**src/verilog/i2c_cfg.svh**
```systemverilog
`ifndef I2C_CFG_SVH
`define I2C_CFG_SVH

// clk cycles per quarter of one scl bit
`define I2C_QUARTER_CLKS 4

// retries after a nack before the command fails
`define I2C_MAX_RETRY 7

`define I2C_LEN_W 8 // trans_length / dummy_length width

`endif

```
**src/verilog/i2c_pkg.sv**
```systemverilog
`default_nettype none

package i2c_pkg;

    // one bus step handed from decode to execute
    typedef enum logic [1:0] {
        STEP_START,
        STEP_STOP,
        STEP_TX_BYTE,
        STEP_RX_BYTE
    } step_kind_t;

    // address byte or plain data byte, same 8 bits on the wire
    typedef union packed {
        struct packed {
            logic [6:0] slave;
            logic       rd;     // 1 = read
        } addr;
        logic [7:0] data;
    } tx_byte_u;

endpackage

`default_nettype wire

```
**src/verilog/i2c_if.sv**
```systemverilog
`timescale 1ns/1ps
`default_nettype none

interface i2c_step_if;
    import i2c_pkg::*;

    logic       step_req;
    step_kind_t step_kind;
    tx_byte_u   tx_byte;
    logic       master_ack; // low = ack after a received byte
    logic       step_done;

    modport decode (output step_req, step_kind, tx_byte, master_ack, input step_done);
    modport execute (input step_req, step_kind, tx_byte, master_ack, output step_done);
endinterface

interface i2c_done_if;
    logic       byte_done;
    logic       was_rx;
    logic [7:0] rx_byte;
    logic       ack_bit; // sda level in the ack slot

    modport execute (output byte_done, was_rx, rx_byte, ack_bit);
    modport result (input byte_done, was_rx, rx_byte, ack_bit);
endinterface

`default_nettype wire

```
**src/verilog/i2c_cmd_decode.sv**
```systemverilog
`timescale 1ns/1ps
`default_nettype none
`include "i2c_cfg.svh"

module i2c_cmd_decode (
    input  wire                   clk,
    input  wire                   rstn,
    input  wire                   cmd_valid,
    output logic                  cmd_ready,
    output logic                  cmd_done,
    input  wire  [6:0]            slave_addr,
    input  wire                   read_write,
    input  wire  [`I2C_LEN_W-1:0] trans_length,
    input  wire  [`I2C_LEN_W-1:0] dummy_length,
    output logic                  wr_data_ready,
    input  wire  [7:0]            wr_data,
    input  wire                   retry,
    input  wire                   abort,
    i2c_step_if.decode            step
);
    import i2c_pkg::*;

    localparam logic [3:0] PH_IDLE    = 4'd0;
    localparam logic [3:0] PH_START   = 4'd1;
    localparam logic [3:0] PH_ADDR_W  = 4'd2;
    localparam logic [3:0] PH_WRITE   = 4'd3;
    localparam logic [3:0] PH_REG     = 4'd4;
    localparam logic [3:0] PH_RESTART = 4'd5;
    localparam logic [3:0] PH_ADDR_R  = 4'd6;
    localparam logic [3:0] PH_READ    = 4'd7;
    localparam logic [3:0] PH_STOP    = 4'd8;

    logic [3:0]            phase;
    logic                  again;   // start over once the stop is out
    logic [6:0]            addr_q;
    logic                  rw_q;
    logic [`I2C_LEN_W-1:0] trans_q;
    logic [`I2C_LEN_W-1:0] dummy_q;
    logic [`I2C_LEN_W-1:0] trans_cnt;
    logic [`I2C_LEN_W-1:0] dummy_cnt;
    logic                  issue;

    // one idle cycle between steps so a retry or abort from result lands first
    assign issue         = (phase != PH_IDLE) && !step.step_req && !retry && !abort;
    assign cmd_ready     = (phase == PH_IDLE) && !cmd_done;
    assign wr_data_ready = issue && ((phase == PH_WRITE) || (phase == PH_REG));

    always_ff @(posedge clk) begin
        if (cmd_valid && cmd_ready) begin
            addr_q  <= slave_addr;
            rw_q    <= read_write;
            trans_q <= trans_length;
            dummy_q <= dummy_length;
        end
    end

    always_ff @(posedge clk) begin
        if (issue) begin
            case (phase)
                PH_ADDR_W: begin
                    step.tx_byte.addr.slave <= addr_q;
                    step.tx_byte.addr.rd    <= 1'b0;
                end
                PH_ADDR_R: begin
                    step.tx_byte.addr.slave <= addr_q;
                    step.tx_byte.addr.rd    <= 1'b1;
                end
                PH_WRITE, PH_REG: step.tx_byte.data <= wr_data;
                default:          step.tx_byte.data <= 8'hff;
            endcase
            step.master_ack <= (phase == PH_READ) && (trans_cnt == '0); // nack the last one
        end
    end

    always_ff @(posedge clk or negedge rstn) begin
        if (!rstn) begin
            phase          <= PH_IDLE;
            again          <= 1'b0;
            trans_cnt      <= '0;
            dummy_cnt      <= '0;
            cmd_done       <= 1'b0;
            step.step_req  <= 1'b0;
            step.step_kind <= STEP_START;
        end else begin
            cmd_done <= 1'b0;
            if (cmd_valid && cmd_ready) begin
                phase     <= PH_START;
                trans_cnt <= trans_length;
                dummy_cnt <= dummy_length;
            end else if (retry || abort) begin
                phase     <= PH_STOP;
                again     <= retry;
                trans_cnt <= trans_q;
                dummy_cnt <= dummy_q;
            end else if (issue) begin
                step.step_req <= 1'b1;
                case (phase)
                    PH_START, PH_RESTART: step.step_kind <= STEP_START;
                    PH_STOP:              step.step_kind <= STEP_STOP;
                    PH_READ:              step.step_kind <= STEP_RX_BYTE;
                    default:              step.step_kind <= STEP_TX_BYTE;
                endcase
            end else if (step.step_done) begin
                step.step_req <= 1'b0;
                case (phase)
                    PH_START:   phase <= PH_ADDR_W;
                    PH_ADDR_W:  phase <= rw_q ? PH_REG : PH_WRITE;
                    PH_WRITE, PH_READ: begin
                        if (trans_cnt == '0)
                            phase <= PH_STOP;
                        else
                            trans_cnt <= trans_cnt - 1'b1;
                    end
                    PH_REG: begin
                        if (dummy_cnt == '0)
                            phase <= PH_RESTART;
                        else
                            dummy_cnt <= dummy_cnt - 1'b1;
                    end
                    PH_RESTART: phase <= PH_ADDR_R;
                    PH_ADDR_R:  phase <= PH_READ;
                    PH_STOP: begin
                        if (again) begin
                            phase <= PH_START;
                            again <= 1'b0;
                        end else begin
                            phase    <= PH_IDLE;
                            cmd_done <= 1'b1;
                        end
                    end
                    default:    phase <= PH_IDLE;
                endcase
            end
        end
    end

endmodule

`default_nettype wire

```
**src/verilog/i2c_bit_execute.sv**
```systemverilog
`timescale 1ns/1ps
`default_nettype none
`include "i2c_cfg.svh"

module i2c_bit_execute (
    input  wire         clk,
    input  wire         rstn,
    input  wire         sda_in,
    output logic        scl_out,
    output logic        scl_enable,
    output logic        sda_out,
    output logic        sda_enable,
    i2c_step_if.execute step,
    i2c_done_if.execute done
);
    import i2c_pkg::*;

    localparam int QW = $clog2(`I2C_QUARTER_CLKS + 1);
    localparam logic [QW-1:0] Q_LAST = QW'(`I2C_QUARTER_CLKS - 1);

    logic          busy;
    logic [QW-1:0] qcnt;
    logic [1:0]    quarter;   // 0,1 scl low / 2,3 scl high
    logic [3:0]    bit_idx;   // 8 = ack slot
    logic [7:0]    tx_shift;
    logic [7:0]    rx_shift;
    logic          ack_q;
    logic          was_rx_q;
    logic          take_up;
    logic          is_byte;
    logic          q_first;
    logic          q_end;
    logic          bit_end;
    logic          step_end;

    assign take_up  = !busy && step.step_req && !step.step_done;
    assign is_byte  = (step.step_kind == STEP_TX_BYTE) || (step.step_kind == STEP_RX_BYTE);
    assign q_first  = busy && (qcnt == '0);
    assign q_end    = busy && (qcnt == Q_LAST);
    assign bit_end  = q_end && (quarter == 2'd3);
    assign step_end = bit_end && (!is_byte || (bit_idx == 4'd8)); // start/stop are one bit

    always_ff @(posedge clk or negedge rstn) begin
        if (!rstn) begin
            busy           <= 1'b0;
            qcnt           <= '0;
            quarter        <= 2'd0;
            bit_idx        <= 4'd0;
            step.step_done <= 1'b0;
            done.byte_done <= 1'b0;
        end else begin
            step.step_done <= step_end;
            done.byte_done <= step_end && is_byte;
            if (take_up) begin
                busy    <= 1'b1;
                qcnt    <= '0;
                quarter <= 2'd0;
                bit_idx <= 4'd0;
            end else if (busy) begin
                if (q_end) begin
                    qcnt    <= '0;
                    quarter <= quarter + 1'b1;
                end else begin
                    qcnt <= qcnt + 1'b1;
                end
                if (bit_end)
                    bit_idx <= bit_idx + 1'b1;
                if (step_end)
                    busy <= 1'b0;
            end
        end
    end

    // outputs follow the quarter boundary by one clk
    always_ff @(posedge clk or negedge rstn) begin
        if (!rstn) begin
            scl_out    <= 1'b1;
            scl_enable <= 1'b0;
            sda_out    <= 1'b1;
            sda_enable <= 1'b0;
        end else if (take_up && (step.step_kind == STEP_START)) begin
            scl_enable <= 1'b1;
        end else if (step_end && (step.step_kind == STEP_STOP)) begin
            scl_enable <= 1'b0; // both lines back to the pull-ups
            sda_enable <= 1'b0;
        end else if (q_first) begin
            case (quarter)
                2'd0: begin
                    scl_out <= 1'b0;
                    case (step.step_kind)
                        STEP_START: begin
                            sda_out    <= 1'b1;
                            sda_enable <= 1'b1;
                        end
                        STEP_STOP: begin
                            sda_out    <= 1'b0;
                            sda_enable <= 1'b1;
                        end
                        STEP_TX_BYTE: begin
                            sda_out    <= tx_shift[7];
                            sda_enable <= (bit_idx != 4'd8); // slave owns the ack slot
                        end
                        default: begin
                            sda_out    <= step.master_ack;
                            sda_enable <= (bit_idx == 4'd8);
                        end
                    endcase
                end
                2'd1: scl_out <= 1'b0;
                2'd2: scl_out <= 1'b1;
                default: begin
                    // sda edge with scl high makes the start or stop
                    if (!is_byte)
                        sda_out <= (step.step_kind == STEP_STOP);
                end
            endcase
        end
    end

    always_ff @(posedge clk) begin
        if (take_up)
            tx_shift <= step.tx_byte;
        else if (bit_end)
            tx_shift <= {tx_shift[6:0], 1'b0};
        if (q_end && (quarter == 2'd2)) begin
            if (bit_idx == 4'd8)
                ack_q <= sda_in;
            else
                rx_shift <= {rx_shift[6:0], sda_in}; // msb first
        end
        if (step_end)
            was_rx_q <= (step.step_kind == STEP_RX_BYTE);
    end

    assign done.was_rx  = was_rx_q;
    assign done.rx_byte = rx_shift;
    assign done.ack_bit = ack_q;

endmodule

`default_nettype wire

```
**src/verilog/i2c_byte_result.sv**
```systemverilog
`timescale 1ns/1ps
`default_nettype none
`include "i2c_cfg.svh"

module i2c_byte_result (
    input  wire        clk,
    input  wire        rstn,
    i2c_done_if.result done,
    output logic       retry,
    output logic       abort,
    output logic       cmd_error,
    output logic [7:0] rd_data,
    output logic       rd_data_valid
);
    localparam int RW = $clog2(`I2C_MAX_RETRY + 1);
    localparam logic [RW-1:0] RETRY_LAST = RW'(`I2C_MAX_RETRY);

    logic [RW-1:0] retry_cnt;
    logic          tx_nack;
    logic          rx_last;

    assign tx_nack = done.byte_done && !done.was_rx && done.ack_bit;
    assign rx_last = done.byte_done && done.was_rx && done.ack_bit; // master nack ends the read

    always_ff @(posedge clk or negedge rstn) begin
        if (!rstn) begin
            retry         <= 1'b0;
            abort         <= 1'b0;
            cmd_error     <= 1'b0;
            rd_data_valid <= 1'b0;
            retry_cnt     <= '0;
        end else begin
            retry         <= 1'b0;
            abort         <= 1'b0;
            rd_data_valid <= done.byte_done && done.was_rx;
            if (done.byte_done)
                cmd_error <= 1'b0; // next command is on the bus
            if (tx_nack) begin
                if (retry_cnt == RETRY_LAST) begin
                    abort     <= 1'b1;
                    cmd_error <= 1'b1;
                    retry_cnt <= '0;
                end else begin
                    retry     <= 1'b1;
                    retry_cnt <= retry_cnt + 1'b1;
                end
            end else if (rx_last) begin
                retry_cnt <= '0;
            end
        end
    end

    always_ff @(posedge clk) begin
        if (done.byte_done && done.was_rx)
            rd_data <= done.rx_byte;
    end

endmodule

`default_nettype wire

```
**src/verilog/i2c_master_top.sv**
```systemverilog
`timescale 1ns/1ps
`default_nettype none
`include "i2c_cfg.svh"

module i2c_master_top (
    input  wire                  clk,
    input  wire                  rstn,
    input  wire                  cmd_valid,
    output wire                  cmd_ready,
    output wire                  cmd_done,
    output wire                  cmd_error,
    input  wire [6:0]            slave_addr,
    input  wire                  read_write,
    input  wire [`I2C_LEN_W-1:0] trans_length,
    input  wire [`I2C_LEN_W-1:0] dummy_length,
    output wire                  wr_data_ready,
    input  wire [7:0]            wr_data,
    output wire                  rd_data_valid,
    output wire [7:0]            rd_data,
    output wire                  scl_out,
    output wire                  scl_enable,
    input  wire                  sda_in,
    output wire                  sda_out,
    output wire                  sda_enable
);
    wire retry;
    wire abort;

    i2c_step_if step_bus ();
    i2c_done_if done_bus ();

    i2c_cmd_decode u_decode (
        .clk           (clk),
        .rstn          (rstn),
        .cmd_valid     (cmd_valid),
        .cmd_ready     (cmd_ready),
        .cmd_done      (cmd_done),
        .slave_addr    (slave_addr),
        .read_write    (read_write),
        .trans_length  (trans_length),
        .dummy_length  (dummy_length),
        .wr_data_ready (wr_data_ready),
        .wr_data       (wr_data),
        .retry         (retry),
        .abort         (abort),
        .step          (step_bus.decode)
    );

    i2c_bit_execute u_execute (
        .clk        (clk),
        .rstn       (rstn),
        .sda_in     (sda_in),
        .scl_out    (scl_out),
        .scl_enable (scl_enable),
        .sda_out    (sda_out),
        .sda_enable (sda_enable),
        .step       (step_bus.execute),
        .done       (done_bus.execute)
    );

    i2c_byte_result u_result (
        .clk           (clk),
        .rstn          (rstn),
        .done          (done_bus.result),
        .retry         (retry),
        .abort         (abort),
        .cmd_error     (cmd_error),
        .rd_data       (rd_data),
        .rd_data_valid (rd_data_valid)
    );

endmodule

`default_nettype wire

```
**config.mk**
```make
export PLATFORM = sky130hd
export DESIGN_NAME = i2c_master_top
export DESIGN_NICKNAME = d
export VERILOG_FILES = /design/src/verilog/i2c_pkg.sv /design/src/verilog/i2c_if.sv /design/src/verilog/i2c_cmd_decode.sv /design/src/verilog/i2c_bit_execute.sv /design/src/verilog/i2c_byte_result.sv /design/src/verilog/i2c_master_top.sv
export VERILOG_INCLUDE_DIRS = /design/src /design/src/verilog
export SDC_FILE = /design/constraint.sdc
export NUM_CORES = 1
export LEC_CHECK = 0
export BUFFER_PORTS_ARGS = -buffer_cell sky130_fd_sc_hd__buf_2
export CORE_MARGIN = 1
export CORE_UTILIZATION = 50
export DETAILED_ROUTE_END_ITERATION = 10
export GPL_TIMING_DRIVEN = 0
export PLACE_DENSITY = 0.7
export SYNTH_ARGS = -nofsm -noshare
export SYNTH_HDL_FRONTEND = slang
export SYNTH_SLANG_ARGS = --single-unit
```
**constraint.sdc**
```tcl
create_clock -name clk -period 3.05 [get_ports clk]
set_input_delay 0.1525 -clock clk [delete_from_list [all_inputs] [get_ports clk]]
set_output_delay 0.1525 -clock clk [all_outputs]
set_load 0.02 [all_outputs]
```
* Word level (Yosys, flattened, before mapping)
Index checks and enable logic that the tools add are counted. W data, S select, Z words.
Cells by class: bitwise operators 6, muxes and demuxes 69, $add $sub $neg 6, reduce and logical (&&, ||, !) cells 73, eq/ne operators 25
Operator list (count):
- $mux W8 | 14
- $mux W4 | 9
- $mux W1 | 29
- $pmux W4 S7 | 1
- $pmux W8 S3 | 1
- $reduce_bool A2 Y1 | 11
- $logic_and A1 B1 Y1 | 21
- $mux W3 | 7
- $reduce_and A4 Y1 | 5
- $eq A4 B3 Y1 const B | 4
- $logic_not A8 Y1 | 2
- $sub A8 B1 Y8 const B | 2
- $reduce_or A2 Y1 | 6
- $reduce_and A3 Y1 | 3
- $reduce_bool A3 Y1 | 3
- $eq A2 B2 Y1 const B | 4
- $eq A4 B2 Y1 const B | 2
- $eq A4 B4 Y1 const B | 2
- $logic_not A1 Y1 | 8
- $ne A4 B4 Y1 const B | 2
- $reduce_and A2 Y1 | 4
- $add A3 B1 Y3 const B | 2
- $mux W2 | 3
- $not A1 Y1 | 6
- other kinds (20) | 28
Storage, ports and cells: bits in registers 107, bits of input ports 36

* Depth between registers and ports, before layout
word-level depth 8, gate-level depth with buffers 9, gate-level depth less buffers 7

* By module
A second synthesis with hierarchy kept.
Second synthesis, totals: cell total of the unflattened synthesis 450, area, all modules 5221.3 um^2
Modules (own cells, without submodules):
- i2c_cmd_decode | seq. area each 1616.6 um^2, cells each 304, instances 1, area each 3116.7 um^2
- i2c_bit_execute | seq. area each 943.4 um^2, cells each 117, instances 1, area each 1552.7 um^2
- i2c_byte_result | seq. area each 415.4 um^2, cells each 29, instances 1, area each 551.8 um^2

* Least setup slack after synthesis
Ideal clock, no wire load.
path kind reg-to-reg, start register u_decode.phase[1], end register u_decode.trans_cnt[5], path buffers 2, data arrival time 2.311 ns, stages on the path, launching flop included 8, period minus slack after synthesis 2.396 ns, library setup time 0.086 ns, setup slack 0.654 ns, required time 2.964 ns, cell sequence dfrtp_1 -> buf_6 -> nor4_4 -> nand2_1 -> inv_1 -> clkbuf_1 -> nand2_1 -> a32oi_1
Between the ends: word-level cells in the longest chain between the ends 6, elaborated cells between the ends (all ways) 16
RTL lines:
- start: declaration | RTL line i2c_cmd_decode.sv:33 | logic [3:0] phase;
- start signal: assignment | RTL line i2c_cmd_decode.sv:107 | PH_ADDR_W: phase <= rw_q ? PH_REG : PH_WRITE;
- $reduce_bool A4 Y1 | RTL line i2c_cmd_decode.sv:44 | assign issue = (phase != PH_IDLE) && !step.step_req && !retry && !abort;
- $logic_and A1 B1 Y1 (3 in series) | RTL line i2c_cmd_decode.sv:44
- $ne A3 B3 Y1 (no line)
- $reduce_and A4 Y1 (no line)
- end signal: assignment | RTL line i2c_cmd_decode.sv:88 | trans_cnt <= trans_length;
- end signal: assignment | RTL line i2c_cmd_decode.sv:93 | trans_cnt <= trans_q;
- end signal: assignment | RTL line i2c_cmd_decode.sv:112 | trans_cnt <= trans_cnt - 1'b1;
- end: declaration | RTL line i2c_cmd_decode.sv:39 | logic [`I2C_LEN_W-1:0] trans_cnt;
Parallel ways exist; a longest one is shown, timed or not. A chain may end at the register's enable or synchronous reset.

* Worst setup path after layout
Same ends and word-level chain as after synthesis.

==> impl_metrics.json <==
{
  "status": "complete, but fails checks",
  "violations": "negative hold slack",
  "synth_nets": 501,
  "antenna_found_initial": 0,
  "htreeDepth": 3,
  "multi_input_area_um2": 1823,
  "row_count": 36,
  "clock-sinks": 107,
  "numCtsBuffers": 9,
  "via_per_inst": 5.447,
  "cts_root_buf": "clkbuf_8",
  "vdd_drop_max_mv": 0.5136,
  "crit_path_end_kind": "flip-flop",
  "die_area_um2": 10410,
  "post-route-period-util": 0.8223,
  "yosys_register_bits": 107,
  "final_common_cell": "edfxtp_1",
  "crit_buf_inv": 3,
  "cts_tree": "done",
  "wl_met1_mm": 4.339,
  "syn_area_per_cell_um2": 11.06,
  "ys_seq_area_frac": 0.5949,
  "synth_ff_type": "edfxtp_1",
  "drc": 0,
  "yosysUniqueCellTypes": 56,
  "pin_count": 53,
  "start_kind": "flip-flop",
  "cpMostUsedCell": "nand2_1",
  "fmax_ghz": 0.3987,
  "setup_viol": 0,
  "async_flop_share": 0.4486,
  "layout-drive-gt1-share": 0.1761,
  "grtUsageTotal": 0.2095,
  "grt-ovfl-total": 0,
  "drtIter0Drc": 283,
  "met3_length_um": 457,
  "cpMaxStageDelayCell": "clkbuf_2",
  "ant_nets": 0,
  "arrival_ps": 2800,
  "coreArea_um2": 9729,
  "final-seq-area_um2": 2975,
  "wl_per_cell_um": 14.77,
  "grt_max_degree": 49,
  "highest_layer": "met4",
  "holdCritPathClass": "input port to asynchronous set/reset pin",
  "critPathMaxStageDelay_ps": 680,
  "vias": 3693,
  "fillerInstances": 820,
  "relSlewSlack": 0.2628,
  "worst_pin_slew_ps": 1106,
  "synth_edf_count": 59,
  "dr_wl_met2_mm": 5.100,
  "grt_pass1_wl_mm": 16.48,
  "die_y_um": 102.0,
  "syn-cell-area_um2": 5001,
  "finalPower_mw": 4.359,
  "required_ps": 3350,
  "cts_buffer_depth": 2,
  "layout_common_cells": "59 x edfxtp_1, 56 x buf_2, 55 x nand2_1",
  "path_class": "flip-flop to flip-flop",
  "yosysWarningCount": 0,
  "hold_ws_ps": -19.28,
  "place_congestion": 0.8316,
  "period_minus_slack_ps": 2508,
  "syn-instance-count": 452,
  "rsz0062_at_grt": "false",
  "power_density_nw_per_um2": 741.4,
  "antennaDiodeCount": 0,
  "initial_core_util": 0.5140,
  "setup_tns_ps": 0,
  "place_hpwl_mm": 7.060,
  "drt_wl_total_mm": 10.01,
  "crit_chain": "buf_6 > nor4_4 > nand2_1 > inv_1 > clkbuf_2 > nand2_1 > a32oi_1",
  "io_buffer_count": 52,
  "place_area_um2": 5429,
  "final_nets": 589,
  "slew_violations": 0,
  "crit_family": "buffers and inverters",
  "firstDrtPassIters": 4,
  "first_global_vias": 3623,
  "hold_violations": 30,
  "chipWidth_um": 102.0,
  "stdcell_area_um2": 5879,
  "path_clk_slew_ps": 110,
  "clock_skew_ps": 8.300,
  "syn_to_final_growth_pct": 17.56,
  "post-cts-setup-buffers": 0,
  "clkLatencyLatePin_ps": 380,
  "max_cap_viol_count": 0,
  "p_leak_nw": 2.336,
  "worstPathMaxFanout": 33
}
==> power by group <==
part | switching (mW) | leakage [nW] | internal, mW
registers | 0.211 | 1.12 | 1.86
clock network | 0.520 | 0.103 | 0.328
logic | 0.846 | 1.11 | 0.591
total | 1.58 | 2.34 | 2.78
==> layer usage <==
metal | up-vias | GRT usage
met4 | 0 | 0.07033
met5 | - | 0
li1 | 1810 | -
met2 | 99 | 0.3640
met3 | 15 | 0.05472
met1 | 1769 | 0.2536
==> per-stage QoR <==
step             util  instances  setup slack, ps  hold slack [ps]
2_1_floorplan       -        452            653.8           -143.1
3_3_place_gp   0.5579        637           -42.57            330.9
3_5_place_dp   0.5580        637            516.7            331.6
4_1_cts        0.6043        678            523.0            8.178
5_1_grt        0.6043        678            345.6            70.15
6_report       0.6043        678            542.1           -19.28
==> cell type report <==
type                            count  share of cell area
Sequential cell                   107              0.5061
Clock inverter                      7             0.01298
Timing Repair Buffer               77             0.08683
Tap cell                          133             0.02830
Inverter                           24             0.01575
Clock buffer                        9             0.02107
Buffer                             22             0.01894
Multi-Input combinational cell    299              0.3101
==> synthesized netlist by cell type, types with 4 or more instances <==
cell type,instances,share of area
ha_1,13,0.033
clkbuf_1,13,0.0098
nand2_1,55,0.041
o21ai_0,43,0.043
and3_1,4,0.0050
a21o_1,6,0.0090
nor2_1,26,0.020
nand2b_1,8,0.010
nor3b_1,4,0.0060
edfxtp_1,59,0.35
dfrtp_1,46,0.23
nor3_1,13,0.013
xnor2_1,9,0.016
inv_1,22,0.017
or4_1,4,0.0060
mux2_2,10,0.023
buf_2,4,0.0040
and2_1,4,0.0050
o22ai_1,11,0.014
a21oi_1,29,0.029
a211oi_1,5,0.0075
nand3_1,8,0.0080
nor4_1,6,0.0075
a221o_1,4,0.0080
==> final timing paths <==
path,start,cells past startpoint,slack (ps),end
setup / recovery,u_decode.phase[1],7,540,u_decode.trans_cnt[5]
hold / removal,rstn,1,-20,u_execute.bit_idx[0]
min in group clk,wr_data[1],3,110,u_decode.step.tx_byte[1]
hold reg to reg,u_execute.done.rx_byte[7],0,430,u_result.rd_data[7]
setup reg to reg,u_decode.phase[1],7,540,u_decode.trans_cnt[5]
max in group asynchronous,rstn,1,2390,u_decode.phase[0]
==> cell families after synthesis <==
group                      after synthesis  synth area share
DFF                                    107            0.5949
xor gates and xnor gates                11           0.01927
buffers and inverters                   46           0.04053
adders and majority gates               13           0.03253
and+or+nand+nor                        146            0.1459
muxes                                   11           0.02452
AOI/OAI and AO/OA                      118            0.1424
==> registers in the layout, indices dropped and copies added, names as in the netlist, 3 cells and up <==
signal and cells:
u_decode.dummy_cnt 8, u_decode.phase 4, u_result.retry_cnt 3, u_decode.step.tx_byte 8
u_decode.trans_q 8, u_decode.trans_cnt 8, u_execute.qcnt 3, u_decode.addr_q 7
u_result.rd_data 8, u_execute.tx_shift 8, u_execute.bit_idx 4, u_execute.done.rx_byte 8
u_decode.dummy_q 8
==> what timing repair did <==
item	CTS	global route
gates resized for setup	0	0
hold endpoints to repair	26	0
hold buffers	25	0
Power figures use the tool's default switching activity.
